$ cat src/opl_pkg.sv
// shared definitions for the FM operator
// widths, vector types, register map and AXI4-Lite channel states

package opl_pkg;

    localparam int PHASE_ACC_WIDTH = 20;
    localparam int OP_OUT_WIDTH    = 13;
    localparam int ENV_WIDTH       = 9;
    localparam int REG_WS_WIDTH    = 3;

    typedef logic [PHASE_ACC_WIDTH-1:0]     phase_t;
    typedef logic [REG_WS_WIDTH-1:0]        ws_t;
    typedef logic [ENV_WIDTH-1:0]           env_t;    // 0 loudest, all ones muted
    typedef logic signed [OP_OUT_WIDTH-1:0] op_sample_t;
    typedef logic [7:0]                     axil_addr_t;
    typedef logic [31:0]                    axil_data_t;

    // register byte offsets
    localparam axil_addr_t REG_PHASE_INC = 8'h00;
    localparam axil_addr_t REG_WS        = 8'h04;
    localparam axil_addr_t REG_ENV       = 8'h08;
    localparam axil_addr_t REG_KEY_ON    = 8'h0C;    // write only
    localparam axil_addr_t REG_SAMPLE    = 8'h10;    // read only

    localparam logic [1:0] RESP_OKAY   = 2'b00;
    localparam logic [1:0] RESP_SLVERR = 2'b10;

    typedef enum logic {
        WR_IDLE,
        WR_RESP
    } wr_state_t;

    typedef enum logic {
        RD_IDLE,
        RD_DATA
    } rd_state_t;

endpackage

$ cat src/op_cfg_if.sv
// operator configuration from the control block to the phase generator
// includes the sample-rate enable and the key-on strobe
`timescale 1ns/1ps

interface op_cfg_if import opl_pkg::*; ();

    logic   sample_clk_en;    // one cycle every SAMPLE_DIV clocks
    phase_t phase_inc;
    ws_t    ws;
    env_t   env;
    logic   key_on_pulse;     // only ever high together with sample_clk_en

    modport ctrl (
        output sample_clk_en,
        output phase_inc,
        output ws,
        output env,
        output key_on_pulse
    );

    modport gen (
        input sample_clk_en,
        input phase_inc,
        input ws,
        input env,
        input key_on_pulse
    );

endinterface

$ cat src/log_sine_lut.sv
// quarter-wave log-sine table, 256 entries
// holds -log2(sin) in 1/256 octave steps, computed at elaboration
`timescale 1ns/1ps

module log_sine_lut (
    input  logic       clk,
    input  logic [7:0] theta,
    output logic [11:0] out
);

    typedef logic [11:0] rom_t [256];

    function automatic rom_t build_rom();
        rom_t rom;
        real angle;
        real level;
        for (int i = 0; i < 256; i++) begin
            angle  = (real'(i) + 0.5) * 3.141592653589793 / 512.0;    // midpoint of step
            level  = -($ln($sin(angle)) / $ln(2.0)) * 256.0;
            rom[i] = 12'($rtoi(level + 0.5));
        end
        return rom;
    endfunction

    localparam rom_t ROM = build_rom();    // largest entry is about 2137

    always_ff @(posedge clk) begin
        out <= ROM[theta];
    end

endmodule

$ cat src/exp_lut.sv
// exponential table, 256 entries
// fractional part of 2^(in/256) as a 10-bit mantissa, computed at elaboration
`timescale 1ns/1ps

module exp_lut (
    input  logic       clk,
    input  logic [7:0] in,
    output logic [9:0] out
);

    typedef logic [9:0] rom_t [256];

    function automatic rom_t build_rom();
        rom_t rom;
        real frac;
        for (int i = 0; i < 256; i++) begin
            frac   = $pow(2.0, real'(i) / 256.0) - 1.0;
            rom[i] = 10'($rtoi(frac * 1024.0 + 0.5));    // tops out at 1018
        end
        return rom;
    endfunction

    localparam rom_t ROM = build_rom();

    always_ff @(posedge clk) begin
        out <= ROM[in];
    end

endmodule

$ cat src/phase_generator.sv
// operator phase generator: phase accumulator, log-sine lookup with gain,
// exponential conversion and shaping into one of eight waveforms
`timescale 1ns/1ps

module phase_generator import opl_pkg::*; (
    input  logic       clk,
    input  logic       arst_n,
    op_cfg_if.gen      cfg,
    output op_sample_t out
);

    localparam op_sample_t OUT_MAX = {1'b0, {(OP_OUT_WIDTH-1){1'b1}}};
    localparam op_sample_t OUT_MIN = {1'b1, {(OP_OUT_WIDTH-1){1'b0}}};

    phase_t phase_acc;
    logic msb_q;
    logic msb_rise;
    logic is_odd_period;
    logic [7:0] theta;
    logic [11:0] log_sin_out;
    logic [7:0] ramp_frac;
    logic [11:0] log_ramp;
    logic [11:0] log_val;
    logic [12:0] log_sum;
    logic [9:0] exp_out;
    logic [4:0] gain_shift_q;
    logic [11:0] mantissa;
    logic [11:0] magnitude;
    logic full_scale_q;
    op_sample_t tmp_out1;
    op_sample_t tmp_ws2;
    op_sample_t tmp_ws4;

    // accumulator, moves once per sample tick
    always_ff @(posedge clk or negedge arst_n) begin
        if (!arst_n)
            phase_acc <= '0;
        else if (cfg.sample_clk_en) begin
            if (cfg.key_on_pulse)
                phase_acc <= '0;
            else if (cfg.ws == 3'd4 || cfg.ws == 3'd5)
                phase_acc <= phase_acc + (cfg.phase_inc << 1);    // twice the rate
            else
                phase_acc <= phase_acc + cfg.phase_inc;
        end
    end

    // odd-period flag flips on each rising edge of the accumulator msb
    assign msb_rise = phase_acc[PHASE_ACC_WIDTH-1] && !msb_q;

    always_ff @(posedge clk or negedge arst_n) begin
        if (!arst_n) begin
            msb_q         <= 1'b0;
            is_odd_period <= 1'b0;
        end else begin
            msb_q <= phase_acc[PHASE_ACC_WIDTH-1];
            if (cfg.sample_clk_en && cfg.key_on_pulse)
                is_odd_period <= 1'b0;    // parity counts from key-on
            else if (msb_rise)
                is_odd_period <= !is_odd_period;
        end
    end

    // mirror the second and fourth quadrant onto the quarter table
    assign theta = phase_acc[18] ? ~phase_acc[17:10] : phase_acc[17:10];

    log_sine_lut u_log_sine_lut (
        .clk   (clk),
        .theta (theta),
        .out   (log_sin_out)
    );

    // log sawtooth for ws 7, msb set mutes the middle two quadrants
    assign ramp_frac = phase_acc[19] ? ~phase_acc[17:10] : phase_acc[17:10];
    assign log_ramp  = {phase_acc[19] ^ phase_acc[18], ramp_frac, 3'b000};

    always_comb begin
        case (cfg.ws)
            3'd6:    log_val = '0;    // square sits at the table peak
            3'd7:    log_val = log_ramp;
            default: log_val = log_sin_out;
        endcase
    end

    assign log_sum = {1'b0, log_val} + {1'b0, cfg.env, 3'b000};    // env in 1/32 octave

    exp_lut u_exp_lut (
        .clk (clk),
        .in  (~log_sum[7:0]),
        .out (exp_out)
    );

    always_ff @(posedge clk or negedge arst_n) begin
        if (!arst_n)
            gain_shift_q <= '0;
        else
            gain_shift_q <= log_sum[12:8];    // whole octaves, lines up with exp_out
    end

    // shift by whole octaves and apply the sign of the half period
    assign mantissa  = {1'b1, exp_out, 1'b0};
    assign magnitude = mantissa >> gain_shift_q;

    always_ff @(posedge clk or negedge arst_n) begin
        if (!arst_n) begin
            tmp_out1     <= '0;
            full_scale_q <= 1'b0;
        end else begin
            full_scale_q <= (gain_shift_q == '0);
            if (phase_acc[19])
                tmp_out1 <= ~op_sample_t'({1'b0, magnitude});
            else
                tmp_out1 <= op_sample_t'({1'b0, magnitude});
        end
    end

    assign tmp_ws2 = (tmp_out1 < 0) ? ~tmp_out1 : tmp_out1;
    assign tmp_ws4 = is_odd_period ? tmp_out1 : '0;

    // waveform select
    always_ff @(posedge clk or negedge arst_n) begin
        if (!arst_n)
            out <= '0;
        else begin
            case (cfg.ws)
                3'd0: out <= tmp_out1;
                3'd1: out <= (tmp_out1 < 0) ? '0 : tmp_out1;
                3'd2: out <= tmp_ws2;
                3'd3: out <= phase_acc[18] ? '0 : tmp_ws2;
                3'd4: out <= tmp_ws4;
                3'd5: out <= (tmp_ws4 < 0) ? ~tmp_ws4 : tmp_ws4;
                3'd6: begin
                    if (full_scale_q)
                        out <= (tmp_out1 < 0) ? OUT_MIN : OUT_MAX;
                    else
                        out <= tmp_out1;    // attenuated square follows the gain
                end
                default: out <= tmp_out1;
            endcase
        end
    end

endmodule

$ cat src/operator_ctrl.sv
// operator control block: AXI4-Lite register file, sample-rate divider,
// key-on request handling and capture of the output sample
`timescale 1ns/1ps

module operator_ctrl import opl_pkg::*; #(
    parameter int SAMPLE_DIV = 16
) (
    input  logic        clk,
    input  logic        arst_n,
    input  axil_addr_t  awaddr,
    input  logic        awvalid,
    output logic        awready,
    input  axil_data_t  wdata,
    input  logic        wvalid,
    output logic        wready,
    output logic        bvalid,
    output logic [1:0]  bresp,
    input  logic        bready,
    input  axil_addr_t  araddr,
    input  logic        arvalid,
    output logic        arready,
    output logic        rvalid,
    output axil_data_t  rdata,
    output logic [1:0]  rresp,
    input  logic        rready,
    op_cfg_if.ctrl      cfg,
    input  op_sample_t  op_out,
    output op_sample_t  sample,
    output logic        sample_valid
);

    localparam int DIV_W = $clog2(SAMPLE_DIV);
    localparam logic [DIV_W-1:0] DIV_LAST = DIV_W'(SAMPLE_DIV - 1);
    localparam int CAPTURE_DLY = 5;    // enable to op_out latency of the datapath

    wr_state_t wr_state;
    rd_state_t rd_state;
    logic wr_accept;
    phase_t phase_inc_q;
    ws_t ws_q;
    env_t env_q;
    logic key_req;    // key-on waiting for the next sample tick
    logic [DIV_W-1:0] div_cnt;
    logic tick;
    logic sample_en_q;
    logic key_pulse_q;
    logic [CAPTURE_DLY-1:0] en_sr;

    assign wr_accept = (wr_state == WR_IDLE) && awvalid && wvalid;
    assign awready   = wr_accept;
    assign wready    = wr_accept;
    assign bvalid    = (wr_state == WR_RESP);
    assign arready   = (rd_state == RD_IDLE) && arvalid;
    assign rvalid    = (rd_state == RD_DATA);

    assign tick = (div_cnt == DIV_LAST);

    assign cfg.phase_inc     = phase_inc_q;
    assign cfg.ws            = ws_q;
    assign cfg.env           = env_q;
    assign cfg.sample_clk_en = sample_en_q;
    assign cfg.key_on_pulse  = key_pulse_q;

    // write channel and register file
    always_ff @(posedge clk or negedge arst_n) begin
        if (!arst_n) begin
            wr_state    <= WR_IDLE;
            bresp       <= RESP_OKAY;
            phase_inc_q <= '0;
            ws_q        <= '0;
            env_q       <= '1;    // start muted
            key_req     <= 1'b0;
        end else begin
            if (key_req && tick)
                key_req <= 1'b0;    // request handed to the pulse below
            case (wr_state)
                WR_IDLE: begin
                    if (wr_accept) begin
                        wr_state <= WR_RESP;
                        bresp    <= RESP_OKAY;
                        case (awaddr)
                            REG_PHASE_INC: phase_inc_q <= wdata[PHASE_ACC_WIDTH-1:0];
                            REG_WS:        ws_q <= wdata[REG_WS_WIDTH-1:0];
                            REG_ENV:       env_q <= wdata[ENV_WIDTH-1:0];
                            REG_KEY_ON: begin
                                if (wdata[0])
                                    key_req <= 1'b1;    // a new request wins over the clear
                            end
                            default:       bresp <= RESP_SLVERR;
                        endcase
                    end
                end
                WR_RESP: begin
                    if (bready)
                        wr_state <= WR_IDLE;
                end
                default: wr_state <= WR_IDLE;
            endcase
        end
    end

    // read channel
    always_ff @(posedge clk or negedge arst_n) begin
        if (!arst_n) begin
            rd_state <= RD_IDLE;
            rdata    <= '0;
            rresp    <= RESP_OKAY;
        end else begin
            case (rd_state)
                RD_IDLE: begin
                    if (arvalid) begin
                        rd_state <= RD_DATA;
                        rresp    <= RESP_OKAY;
                        case (araddr)
                            REG_PHASE_INC: rdata <= axil_data_t'(phase_inc_q);
                            REG_WS:        rdata <= axil_data_t'(ws_q);
                            REG_ENV:       rdata <= axil_data_t'(env_q);
                            REG_SAMPLE: begin
                                rdata <= {{(32-OP_OUT_WIDTH){sample[OP_OUT_WIDTH-1]}}, sample};
                            end
                            default: begin
                                rdata <= '0;
                                rresp <= RESP_SLVERR;
                            end
                        endcase
                    end
                end
                RD_DATA: begin
                    if (rready)
                        rd_state <= RD_IDLE;
                end
                default: rd_state <= RD_IDLE;
            endcase
        end
    end

    // sample-rate divider, key-on strobe and aligned capture of op_out
    always_ff @(posedge clk or negedge arst_n) begin
        if (!arst_n) begin
            div_cnt      <= '0;
            sample_en_q  <= 1'b0;
            key_pulse_q  <= 1'b0;
            en_sr        <= '0;
            sample       <= '0;
            sample_valid <= 1'b0;
        end else begin
            div_cnt      <= tick ? '0 : div_cnt + 1'b1;
            sample_en_q  <= tick;
            key_pulse_q  <= tick && key_req;
            en_sr        <= {en_sr[CAPTURE_DLY-2:0], sample_en_q};
            sample_valid <= en_sr[CAPTURE_DLY-1];
            if (en_sr[CAPTURE_DLY-1])
                sample <= op_out;    // value derived from the phase of that tick
        end
    end

endmodule

$ cat src/opl_operator_top.sv
// single FM operator: AXI4-Lite control block feeding the phase generator,
// with the captured sample and its strobe on plain ports
`timescale 1ns/1ps

module opl_operator_top import opl_pkg::*; #(
    parameter int SAMPLE_DIV = 16
) (
    input  logic        clk,
    input  logic        arst_n,
    input  axil_addr_t  awaddr,
    input  logic        awvalid,
    output logic        awready,
    input  axil_data_t  wdata,
    input  logic        wvalid,
    output logic        wready,
    output logic        bvalid,
    output logic [1:0]  bresp,
    input  logic        bready,
    input  axil_addr_t  araddr,
    input  logic        arvalid,
    output logic        arready,
    output logic        rvalid,
    output axil_data_t  rdata,
    output logic [1:0]  rresp,
    input  logic        rready,
    output op_sample_t  sample,
    output logic        sample_valid
);

    op_sample_t op_out;

    op_cfg_if cfg_if ();

    operator_ctrl #(
        .SAMPLE_DIV (SAMPLE_DIV)
    ) u_operator_ctrl (
        .clk          (clk),
        .arst_n       (arst_n),
        .awaddr       (awaddr),
        .awvalid      (awvalid),
        .awready      (awready),
        .wdata        (wdata),
        .wvalid       (wvalid),
        .wready       (wready),
        .bvalid       (bvalid),
        .bresp        (bresp),
        .bready       (bready),
        .araddr       (araddr),
        .arvalid      (arvalid),
        .arready      (arready),
        .rvalid       (rvalid),
        .rdata        (rdata),
        .rresp        (rresp),
        .rready       (rready),
        .cfg          (cfg_if.ctrl),
        .op_out       (op_out),
        .sample       (sample),
        .sample_valid (sample_valid)
    );

    phase_generator u_phase_generator (
        .clk    (clk),
        .arst_n (arst_n),
        .cfg    (cfg_if.gen),
        .out    (op_out)
    );

endmodule

$ cat config.mk
export PLATFORM = sky130hd
export DESIGN_NAME = opl_operator_top
export DESIGN_NICKNAME = d
export VERILOG_FILES = /design/src/opl_pkg.sv /design/src/op_cfg_if.sv /design/src/log_sine_lut.sv /design/src/exp_lut.sv /design/src/phase_generator.sv /design/src/operator_ctrl.sv /design/src/opl_operator_top.sv
export SDC_FILE = /design/constraint.sdc
export NUM_CORES = 1
export LEC_CHECK = 0
export ABC_AREA = 0
export BUFFER_PORTS_ARGS = -buffer_cell sky130_fd_sc_hd__buf_2
export CORE_ASPECT_RATIO = 0.7
export CORE_MARGIN = 2
export CORE_UTILIZATION = 39
export CTS_CLUSTER_DIAMETER = 30
export DETAILED_ROUTE_END_ITERATION = 12
export SYNTH_ARGS = -nofsm -noshare
export SYNTH_HDL_FRONTEND = slang
export SYNTH_SLANG_ARGS = --single-unit
$ cat constraint.sdc
create_clock -name clk -period 3.75 [get_ports clk]
set_input_delay 0.5625 -clock clk [delete_from_list [all_inputs] [get_ports clk]]
set_output_delay 0.5625 -clock clk [all_outputs]
set_load 0.005 [all_outputs]
==> results of run 1 <==
[critical path, stage by stage, from the launching register on]
cell and delay (ps):
dfrtp_1 380, and2_1 170, nand2_1 160, o21ai_0 230, ha_2 220, inv_1 50
fa_2 730, buf_4 320, o21ai_0 130, o21ai_0 90, a21oi_1 90, a32o_1 230
a21oi_1 220, o221ai_1 230
[Yosys cell counts (42+ instances only)]
cell type  count
o21ai_0      201
xnor2_1       53
nand3_1       42
nor3_1        46
clkbuf_1     110
nand2_1      203
buf_2         45
mux2_2        52
a21oi_1      200
ha_1          83
a211oi_1      44
dfrtp_1      127
nor2_1       138
[layout by cell type (no fill, tap or decap), types with 34 or more instances in the layout]
cell type	n
nand2_1	203
nor3_1	44
dfrtp_1	123
o21ai_0	201
mux2_2	52
buf_2	94
buf_4	99
a21oi_1	200
nand3_1	42
a211oi_1	44
inv_1	41
xnor2_1	51
ha_1	82
nor2_1	138
mux2i_1	34
[per-layer routing]
| metal | part of all wire, % | global-route usage [%] | wire length (um) | vias up |
|---|---|---|---|---|
| li1 | - | - | - | 7221 |
| met1 | 48 | 39.7 | 25200 | 7335 |
| met2 | 40 | 35.6 | 20900 | 886 |
| met3 | 10 | 4.33 | 5270 | 90 |
| met4 | 1.8 | 5.87 | 949 | 0 |
| met5 | 0 | 0 | 0 | - |
[worst paths after layout]
path                                      startpoint                                 end  depth (start not counted)
max                        u_operator_ctrl.cfg.ws[1]  u_phase_generator.u_exp_lut.out[4]                         13
min                                           arst_n            u_phase_generator.out[4]                          1
max reg2reg                u_operator_ctrl.cfg.ws[1]  u_phase_generator.u_exp_lut.out[4]                         13
min reg2reg                 u_operator_ctrl.en_sr[1]            u_operator_ctrl.en_sr[2]                          0
max in group asynchronous                     arst_n          u_operator_ctrl.cfg.env[4]                          2
min in group clk                              rready              u_operator_ctrl.rvalid                          2
[flip-flops by register name, indices dropped and copies added (netlist names), 3 cells and up]
name,count
u_phase_generator.u_log_sine_lut.out,12
u_operator_ctrl.sample,13
u_phase_generator.tmp_out1,12
u_operator_ctrl.rdata,21
u_phase_generator.phase_acc,20
u_operator_ctrl.en_sr,5
u_operator_ctrl.div_cnt,4
u_phase_generator.gain_shift_q,5
u_operator_ctrl.cfg.phase_inc,20
u_phase_generator.u_exp_lut.out,10
u_operator_ctrl.cfg.env,9
u_operator_ctrl.cfg.ws,3
u_phase_generator.out,13
[layout make-up]
type                            instances  area (um2)  share of cell area [%]
Tap cell                              496         621                    3.68
Antenna cell                            2        5.00                  0.0297
Clock inverter                         15         211                    1.25
Sequential cell                       158        3860                    22.9
Clock buffer                           17         425                    2.52
Multi-Input combinational cell       1546       10200                    60.7
Inverter                               44         178                    1.05
Timing Repair Buffer                  199        1330                    7.85
[power by group]
part           switching (uW)  total [uW]  internal [uW]  leakage [uW]
Sequential                223        2140           1920       0.00198
Clock                     882        1800            923      0.000305
Combinational            1800        3000           1200       0.00499
Total                    2910        6950           4040       0.00728
[cells by family (layout without fill, tap and decap cells)]
group	after synthesis	count (layout)	synth area share, %
DFF	158	158	25.6
and+or+nand+nor	555	555	16.9
adders and majority gates	86	86	7.30
muxes	96	96	7.65
other	1	4	0.0249
buffers and inverters	234	275	6.79
AOI/OAI and AO/OA	732	732	31.1
xor gates and xnor gates	75	75	4.61
[per-stage QoR]
| step | util [%] | area [um2] |
|---|---|---|
| final | 44.2 | 16900 |
| after global routing | 44.2 | 16900 |
| after CTS | 44.0 | 16800 |
| after detailed placement | 42.3 | 16200 |
| after global placement | 42.3 | 16200 |
| after floorplan | - | 15100 |
[timing repair]
action                                  4_1_cts  5_1_grt
hold buffers                                  0        0
buffers inserted                              0        4
resized for setup                             0        3
hold endpoints to repair                      0        0
endpoints found under the setup margin        0        6
==> key figures, run 1 <==
Placement
  – DP HPWL: 38.3 mm
  – Port bufs: 95
  – Placed insts: 2,439
  – DP Worst Slack: 209 ps
  – Routability cong.: 0.967

Die
  – Initial Util: 39.4%
  – Die width: 239 um
  – Cell row count: 60
  – Core Box Area: 0.0382 mm2
  – Die area: a little over 0.04 mm2
  – Die H: 168 um
  – I/O Pins: 110

Synthesis
  – Distinct cells, synth: slightly above 80
  – Yosys top cell area share: 21.1%
  – Synth warn: 0
  – Sequential area share after synthesis: about a quarter
  – Avg Cell Area, Syn: 7.77 um2
  – Top_reg_cell synth: dfrtp_1
  – Synth area leaders: dfrtp_1 (21%), ha_1 (6.9%), o21ai_0 (6.7%)
  – Cell count after synthesis: 1,937
  – Netlist Area Pre-Place: 0.0151 mm2
  – Cell taking the most area after synthesis: dfrtp_1
  – Ys async rst share: ~86%
  – Synth Register Bits: roughly 160
  – EDFF count, synth: 0

Finish
  – Area grow syn2layout: 12.1%
  – Final Non-Filler Cells: 2,477
  – # fillers: between 3,000 and 4,000
  – Final #Nets: roughly 2,100
  – Layout cell share with drive strength beyond 1: 16.9%

CTS
  – H-tree depth: 4
  – TritonCTS clock tree: built
  – Clock buffer depth: 2
  – CTS Buf Count: 17
  – Worst-path clk slew: 80 ps
  – Clock latency on the worst-skew pair: 440 ps
  – Num Clock Sinks: 158
  – CTS Root Cell: clkbuf_16

Route
  – Vias per cell: 6.27
  – Drt total wl: 52.2 mm
  – Drt pass-1 iters: 6
  – Antenna viol nets, final: 0
  – Via count: ~16,000
  – WL/cell: about 21 um
  – DRT iter0 DRCs: about 2,300
  – DRC Markers: 0

Run status
  – Status: finished clean

Timing
  – Setup_tns: 0 ps
  – Unrepaired setup endpoints after global routing: no
  – Post-route worst setup slack: 266 ps
  – Fmax: 287 MHz
  – Final Skew: between 15 and 20 ps
  – Setup violators final: 0
  – Final Max Tran Viols: 0
  – Final hold vios: 0
  – Crit path time final: 3480 ps
  – Relative slew slack: 23.4%
  – WHS: 141 ps
  – Period Utilization, post-route: 92.9%
  – Worst-margin pin slew: 1140 ps

Global route
  – Largest net degree at the start of global routing: 82
  – Vias in the first global route: 13,900
  – First-pass GRT wire length: about 81 mm
  – GR Overflow Total: 0
  – GRT Total Usage: about 25%
  – Number of antenna violations at the first check in global routing: 2

Flow run
  – Max-cap viol count: 0

Worst setup path
  – Required @ worst endpoint: 3970 ps
  – Worst setup SP type: flop
  – Critical path class: reg -> reg
  – Crit path max fanout: 24
  – R2R Setup Slk: between 200 and 300 ps
  – Critical Path AT: approximately 3700 ps
  – Setup crit end kind: flop

Power
  – LEAKAGE: 0.00728 uW
  – PwrDens: 412 mW/mm2
  – Worst VDD drop: 0.332 mV
  – PnR Total Power: 6950 uW

Worst hold path
  – Worst hold path type: in -> async
(Power assumes the default switching activity.)
==> inputs of run 2 (changes only) <==
Settings changed: MAX_ROUTING_LAYER set to met4.
==> run 2 against run 1 <==
Flip-flop and latch count stayed put. Sequential power hardly changed. Die area stayed put. Combinational power is 2% lower. Critical endpoint is now u_phase_generator.u_exp_lut.out[2]. Register-to-register slack worse by 20 ps. Via count is 0.38% lower. Cell area is 0.84% lower. Power is 0.89% lower.
==> key figures, run 2 (same netlist as run 1, synthesis figures left out) <==
Finish
  – Flip-flop count of the largest register after layout: 21
  – Most common cell after layout, fill and taps aside: nand2_1
  – Storage cell area: a little under 0.004 mm2
  – Area grow syn2layout: 11.1%
  – Final Non-Filler Cells: 2,458
  – # fillers: 3,787
  – Fin util: 43.8%
  – Commonest cells after routing, fill and taps aside: nand2_1 (203), o21ai_0 (201), a21oi_1 (200), nor2_1 (138), dfrtp_1 (124)
  – Top reg by flops: u_operator_ctrl.rdata
  – Cell area after layout: 0.0167 mm2
  – Footprint of the multi-input gates: 0.0103 mm2
  – Layout cell share with drive strength beyond 1: 16.1%
  – Final #Nets: 2,089

Worst setup path
  – Worst setup SP type: flop
  – Buf/Inv on CP: 0
  – Required @ worst endpoint: 4070 ps
  – Crit path max-delay cell type: xnor2_1
  – Crit-path cells: and2_1, nand2_1, o21ai_0, ha_1, a21oi_1, xnor2_1, a21oi_1, o21ai_0, a21bo_1, a211oi_1
  – CP max stage delay: between 900 and 1000 ps
  – Critical path class: reg -> reg
  – Setup crit end kind: flop
  – Critical Path AT: ~3800 ps
  – Crit path max-delay family: compound AO/OA/AOI/OAI gates
  – Crit path max fanout: 12

CTS
  – Worst-path clk slew: 80 ps
  – CTS Buf Count: 17
  – Num Clock Sinks: ~160
  – CTS Root Cell: clkbuf_16
  – Post-CTS Setup Bufs: 0
  – Clock buffer depth: 2
  – TritonCTS clock tree: built
  – Post-CTS Hold Buffers: 0
  – Clock latency on the worst-skew pair: between 400 and 500 ps
  – H-tree depth: 4

Global route
  – Largest net degree at the start of global routing: 79
  – GR Overflow Total: 0
  – GRT Total Usage: 26.2%
  – First-pass GRT wire length: 81.2 mm
  – Number of antenna violations at the first check in global routing: 1
  – Vias in the first global route: 13,900

Route
  – Drt total wl: 52.6 mm
  – DRT iter0 DRCs: 2,259
  – Antenna viol nets, final: 0
  – DRC Markers: 0
  – Vias per cell: 6.29
  – Via count: 15,500
  – WL/cell: about 21 um
  – Drt pass-1 iters: 5

Power
  – Switching power: 2900 uW
  – Sequential power share: 31.4%
  – P_int: 3990 uW
  – Worst VDD drop: 0.317 mV
  – PwrDens: between 400 and 500 mW/mm2
  – LEAKAGE: 0.00718 uW
  – Sw Ratio: between 40% and 50%
  – Clk pwr share: 26.1%
  – Gate power share: 42.5%

Worst hold path
  – Worst hold path type: in -> async

Timing
  – Final Max Tran Viols: 0
  – Final hold vios: 0
  – Crit path time final: about 3500 ps
  – Period Utilization, post-route: 93.3%
  – Worst-margin pin slew: ~1100 ps
  – Unrepaired setup endpoints after global routing: yes
  – Fmax: 286 MHz
  – Setup violators final: 0
  – Relative slew slack: 24.0%
  – Final Skew: 41.4 ps

Placement
  – Routability cong.: 1.02
  – DP HPWL: roughly 38 mm
  – Port bufs: 95
  – Placed insts: roughly 2,400
  – Placed Area: 0.0161 mm2

Die
  – Die area: 0.0402 mm2
  – Cell row count: 60
  – Core Box Area: 0.0382 mm2
  – Initial Util: 39.4%
  – I/O Pins: 110
  – Die H: 168 um
  – Die width: 239 um

Run status
  – Status: finished clean

Flow run
  – Max-cap viol count: 0
[run 2: cell type report]
type                            instances  area share [%]
Antenna cell                            1          0.0150
Multi-Input combinational cell       1546            61.3
Tap cell                              496            3.71
Clock buffer                           17            2.54
Sequential cell                       158            23.1
Timing Repair Buffer                  181            7.04
Inverter                               44            1.06
Clock inverter                         15            1.25
[run 2: worst register-to-register path: cells and delay by family (launching register included)]
kind,cells,cell delay [ps]
AND/OR/NAND/NOR,2,390
adder cells (fa/ha/maj),1,540
XOR/XNOR,1,940
flip-flops,1,420
AO/OA/AOI/OAI,6,1110
[run 2: repair_timing]
item / 4_1_cts / 5_1_grt
endpoints found under the setup margin: 0 / 3
gates resized for setup: 0 / 4
endpoints found under the hold margin: 0 / 0
[run 2: worst paths after layout]
kind / from / end / cells past startpoint / slack (ps)
min in group clk: bready / u_operator_ctrl.bvalid / 2 / 300
worst min register to register: u_operator_ctrl.en_sr[1] / u_operator_ctrl.en_sr[2] / 0 / 360
worst min-delay path: arst_n / u_operator_ctrl.sample[4] / 1 / 130
worst max register to register: u_operator_ctrl.cfg.ws[1] / u_phase_generator.u_exp_lut.out[2] / 10 / 250
worst max-delay path: u_operator_ctrl.cfg.ws[1] / u_phase_generator.u_exp_lut.out[2] / 10 / 250
max in group asynchronous: arst_n / u_operator_ctrl.cfg.phase_inc[9] / 2 / 2750
[run 2: per-stage QoR]
stage | setup WS, ps | TNS [ps] | hold WS [ps] | total power [uW]
finish | 250 | 0 | 127 | 6890
global route | -31.2 | -31.2 | 195 | 7300
CTS | 192 | 0 | 168 | 6850
detailed placement | 222 | 0 | 336 | 5010
global placement | 336 | 0 | 333 | 4980
floorplan | 55.1 | 0 | 267 | 4140
[run 2: power by group through the flow]
stage	Clock (uW)	Sequential [uW]	Combinational [uW]
after floorplan	0	2070	2070
after global placement	0	2180	2800
after detailed placement	0	2190	2820
after CTS	1850	2160	2840
after global routing	1920	2190	3180
final	1800	2160	2930
[run 2: metal layers]
metal | wire, um | global-route usage [%] | vias up
li1 | - | - | 7186
met1 | 24900 | 39.2 | 7348
met2 | 21500 | 36.2 | 865
met3 | 5420 | 4.85 | 74
met4 | 871 | 5.68 | 0
met5 | 0 | - | -
==> inputs of run 3 (changes only) <==
Clock period 3.75 ns to 3.1 ns, I/O delays scaled along.
==> run 3 against run 2 <==
The run now ends with hold timing left. Via count grew 2.0%. Non-clock buffer count grew 93. Fmax increased by 14%. Combinational power is 33% higher. Clock power is 18% higher. Hold slack got worse by 140 ps. Sequential share of layout area shrank 1.2 points. Power rose by 25%. Clock-buffer cell count is the same. Critical path type unchanged.
==> key figures, run 3 (same netlist as run 1, synthesis figures left out) <==
Die
  – Die width: 239 um
  – Die area: 0.0402 mm2
  – Initial Util: 39.4%
  – Core Box Area: between 0.03 and 0.04 mm2
  – Cell row count: 60
  – I/O Pins: 110
  – Die H: 168 um

CTS
  – Post-CTS Hold Buffers: 0
  – Clock latency on the worst-skew pair: roughly 450 ps
  – Num Clock Sinks: 158
  – CTS Root Cell: clkbuf_16
  – Worst-path clk slew: 80 ps
  – CTS Buf Count: 17
  – TritonCTS clock tree: built
  – H-tree depth: 4
  – Clock buffer depth: 2

Route
  – Antenna viol nets, final: 0
  – Vias per cell: 6.18
  – WL/cell: 21.0 um
  – Drt total wl: between 50 and 60 mm
  – DRC Markers: 0
  – DRT iter0 DRCs: ~2,000
  – Drt pass-1 iters: 8
  – Via count: approximately 16,000

Placement
  – DP HPWL: 39.4 mm
  – Port bufs: 95
  – Routability cong.: about 0.97

Finish
  – Fin util: 46.1%
  – Flip-flop count of the largest register after layout: 21
  – ANT cells: 0
  – Most common cell after layout, fill and taps aside: nand2_1
  – # fillers: 3,760
  – Layout cell share with drive strength beyond 1: 20.8%
  – Commonest cells after routing, fill and taps aside: nand2_1 (199), o21ai_0 (197), a21oi_1 (197), buf_4 (165), nor2_1 (138)
  – Final #Nets: 2,184
  – Top reg by flops: u_operator_ctrl.rdata
  – Area grow syn2layout: 17.1%

Global route
  – GRT Total Usage: 26.7%
  – GR Overflow Total: 0
  – Vias in the first global route: 14,500
  – First-pass GRT wire length: slightly above 80 mm
  – Number of antenna violations at the first check in global routing: 0
  – Largest net degree at the start of global routing: 65

Worst setup path
  – Buf/Inv on CP: 3
  – Crit path max fanout: 6
  – Crit path max-delay family: compound AO/OA/AOI/OAI gates
  – Setup crit end kind: flop
  – Critical path class: reg -> reg
  – Required @ worst endpoint: 3410 ps
  – Critical Path AT: 3370 ps
  – Crit-path cells: buf_4, nand2_4, nand2_2, o21ai_2, ha_2, inv_2, fa_2, xnor2_2, buf_6, a21oi_1, a22oi_1, a221oi_1, a2111oi_2, a211oi_2
  – Worst setup SP type: flop
  – CP max stage delay: 510 ps
  – Reg2reg start: u_operator_ctrl.cfg.ws[1]
  – Crit path max-delay cell type: fa_2
  – R2R Setup Slk: 40 ps
  – CP Launch Point: u_operator_ctrl.cfg.ws[1]

Timing
  – Relative slew slack: 19.8%
  – Fmax: 326 MHz
  – Unrepaired setup endpoints after global routing: yes
  – Setup violators final: 0
  – Final Skew: 24.4 ps
  – Worst-margin pin slew: 1190 ps
  – Final hold vios: 6
  – Crit path time final: roughly 3000 ps
  – WHS: -13.8 ps
  – Period Utilization, post-route: a little under 100%
  – Final Max Tran Viols: 0

Worst hold path
  – Worst hold path type: in -> async

Run status
  – Failing checks: hold timing
  – Status: finished, violations left

Power
  – PnR Total Power: ~8600 uW
  – Worst VDD drop: 0.451 mV
  – LEAKAGE: 0.00771 uW
  – PwrDens: 490 mW/mm2

Flow run
  – Max-cap viol count: 0
## run 3: per-layer routing
metal,track usage [%],vias up,wire [um],share of wire (%)
li1,-,7383,-,-
met1,39.3,7575,25500,48
met2,38.0,779,22700,42
met3,4.48,41,4740,8.8
met4,5.35,0,618,1.2
met5,-,-,0,0
## run 3: layout make-up
type	instances	area (um2)	share of cell area, %
clock buffer	17	425	2.41
clock inverter	15	180	1.02
inverter	44	178	1.01
multi-input combinational	1548	10400	58.9
sequential	158	3860	21.9
tap	496	621	3.52
timing repair buffer	274	1980	11.3
## run 3: worst paths after layout
path                                                           end  depth (start not counted)
worst min-delay path                     u_operator_ctrl.sample[5]                          1
worst max register to register  u_phase_generator.u_exp_lut.out[2]                         14
max in group asynchronous          u_phase_generator.phase_acc[13]                          2
worst max-delay path            u_phase_generator.u_exp_lut.out[2]                         14
min in group clk                            u_operator_ctrl.bvalid                          2
worst min register to register            u_operator_ctrl.en_sr[3]                          0
## run 3: what timing repair did
action / in CTS / in global routing
resized for setup: 1 / 29
gates cloned: 0 / 4
endpoints found under the setup margin: 3 / 12
setup buffers: 0 / 13
pin swaps: 1 / 21
## run 3: worst reg2reg max path: stages, from the launching register on
cell       delay, ps
dfrtp_1          410
buf_4            160
nand2_4           80
nand2_2           60
o21ai_2           50
ha_2             200
inv_2             40
fa_2             510
xnor2_2          490
buf_6            190
a21oi_1           70
a22oi_1          190
a221oi_1         110
a2111oi_2        320
a211oi_2          60
## run 3: power breakdown
group,leakage [uW],switching [uW],internal [uW]
clock network,0.000293,1030,1100
logic,0.00544,2250,1650
registers,0.00198,278,2320
total,0.00771,3560,5070
## run 3: through the flow
stage | setup WS [ps] | setup TNS (ps) | std cells | area, um2 | hold WS [ps]
2_1_floorplan | 4.41 | 0 | 1938 | 15100 | 169
3_3_place_gp | 35.2 | 0 | 2503 | 16700 | 335
3_5_place_dp | 31.7 | 0 | 2503 | 16700 | 340
4_1_cts | 19.2 | 0 | 2535 | 17400 | 4.25
5_1_grt | -93.0 | -493 | 2552 | 17600 | 12.7
6_report | 36.1 | 0 | 2552 | 17600 | -13.8
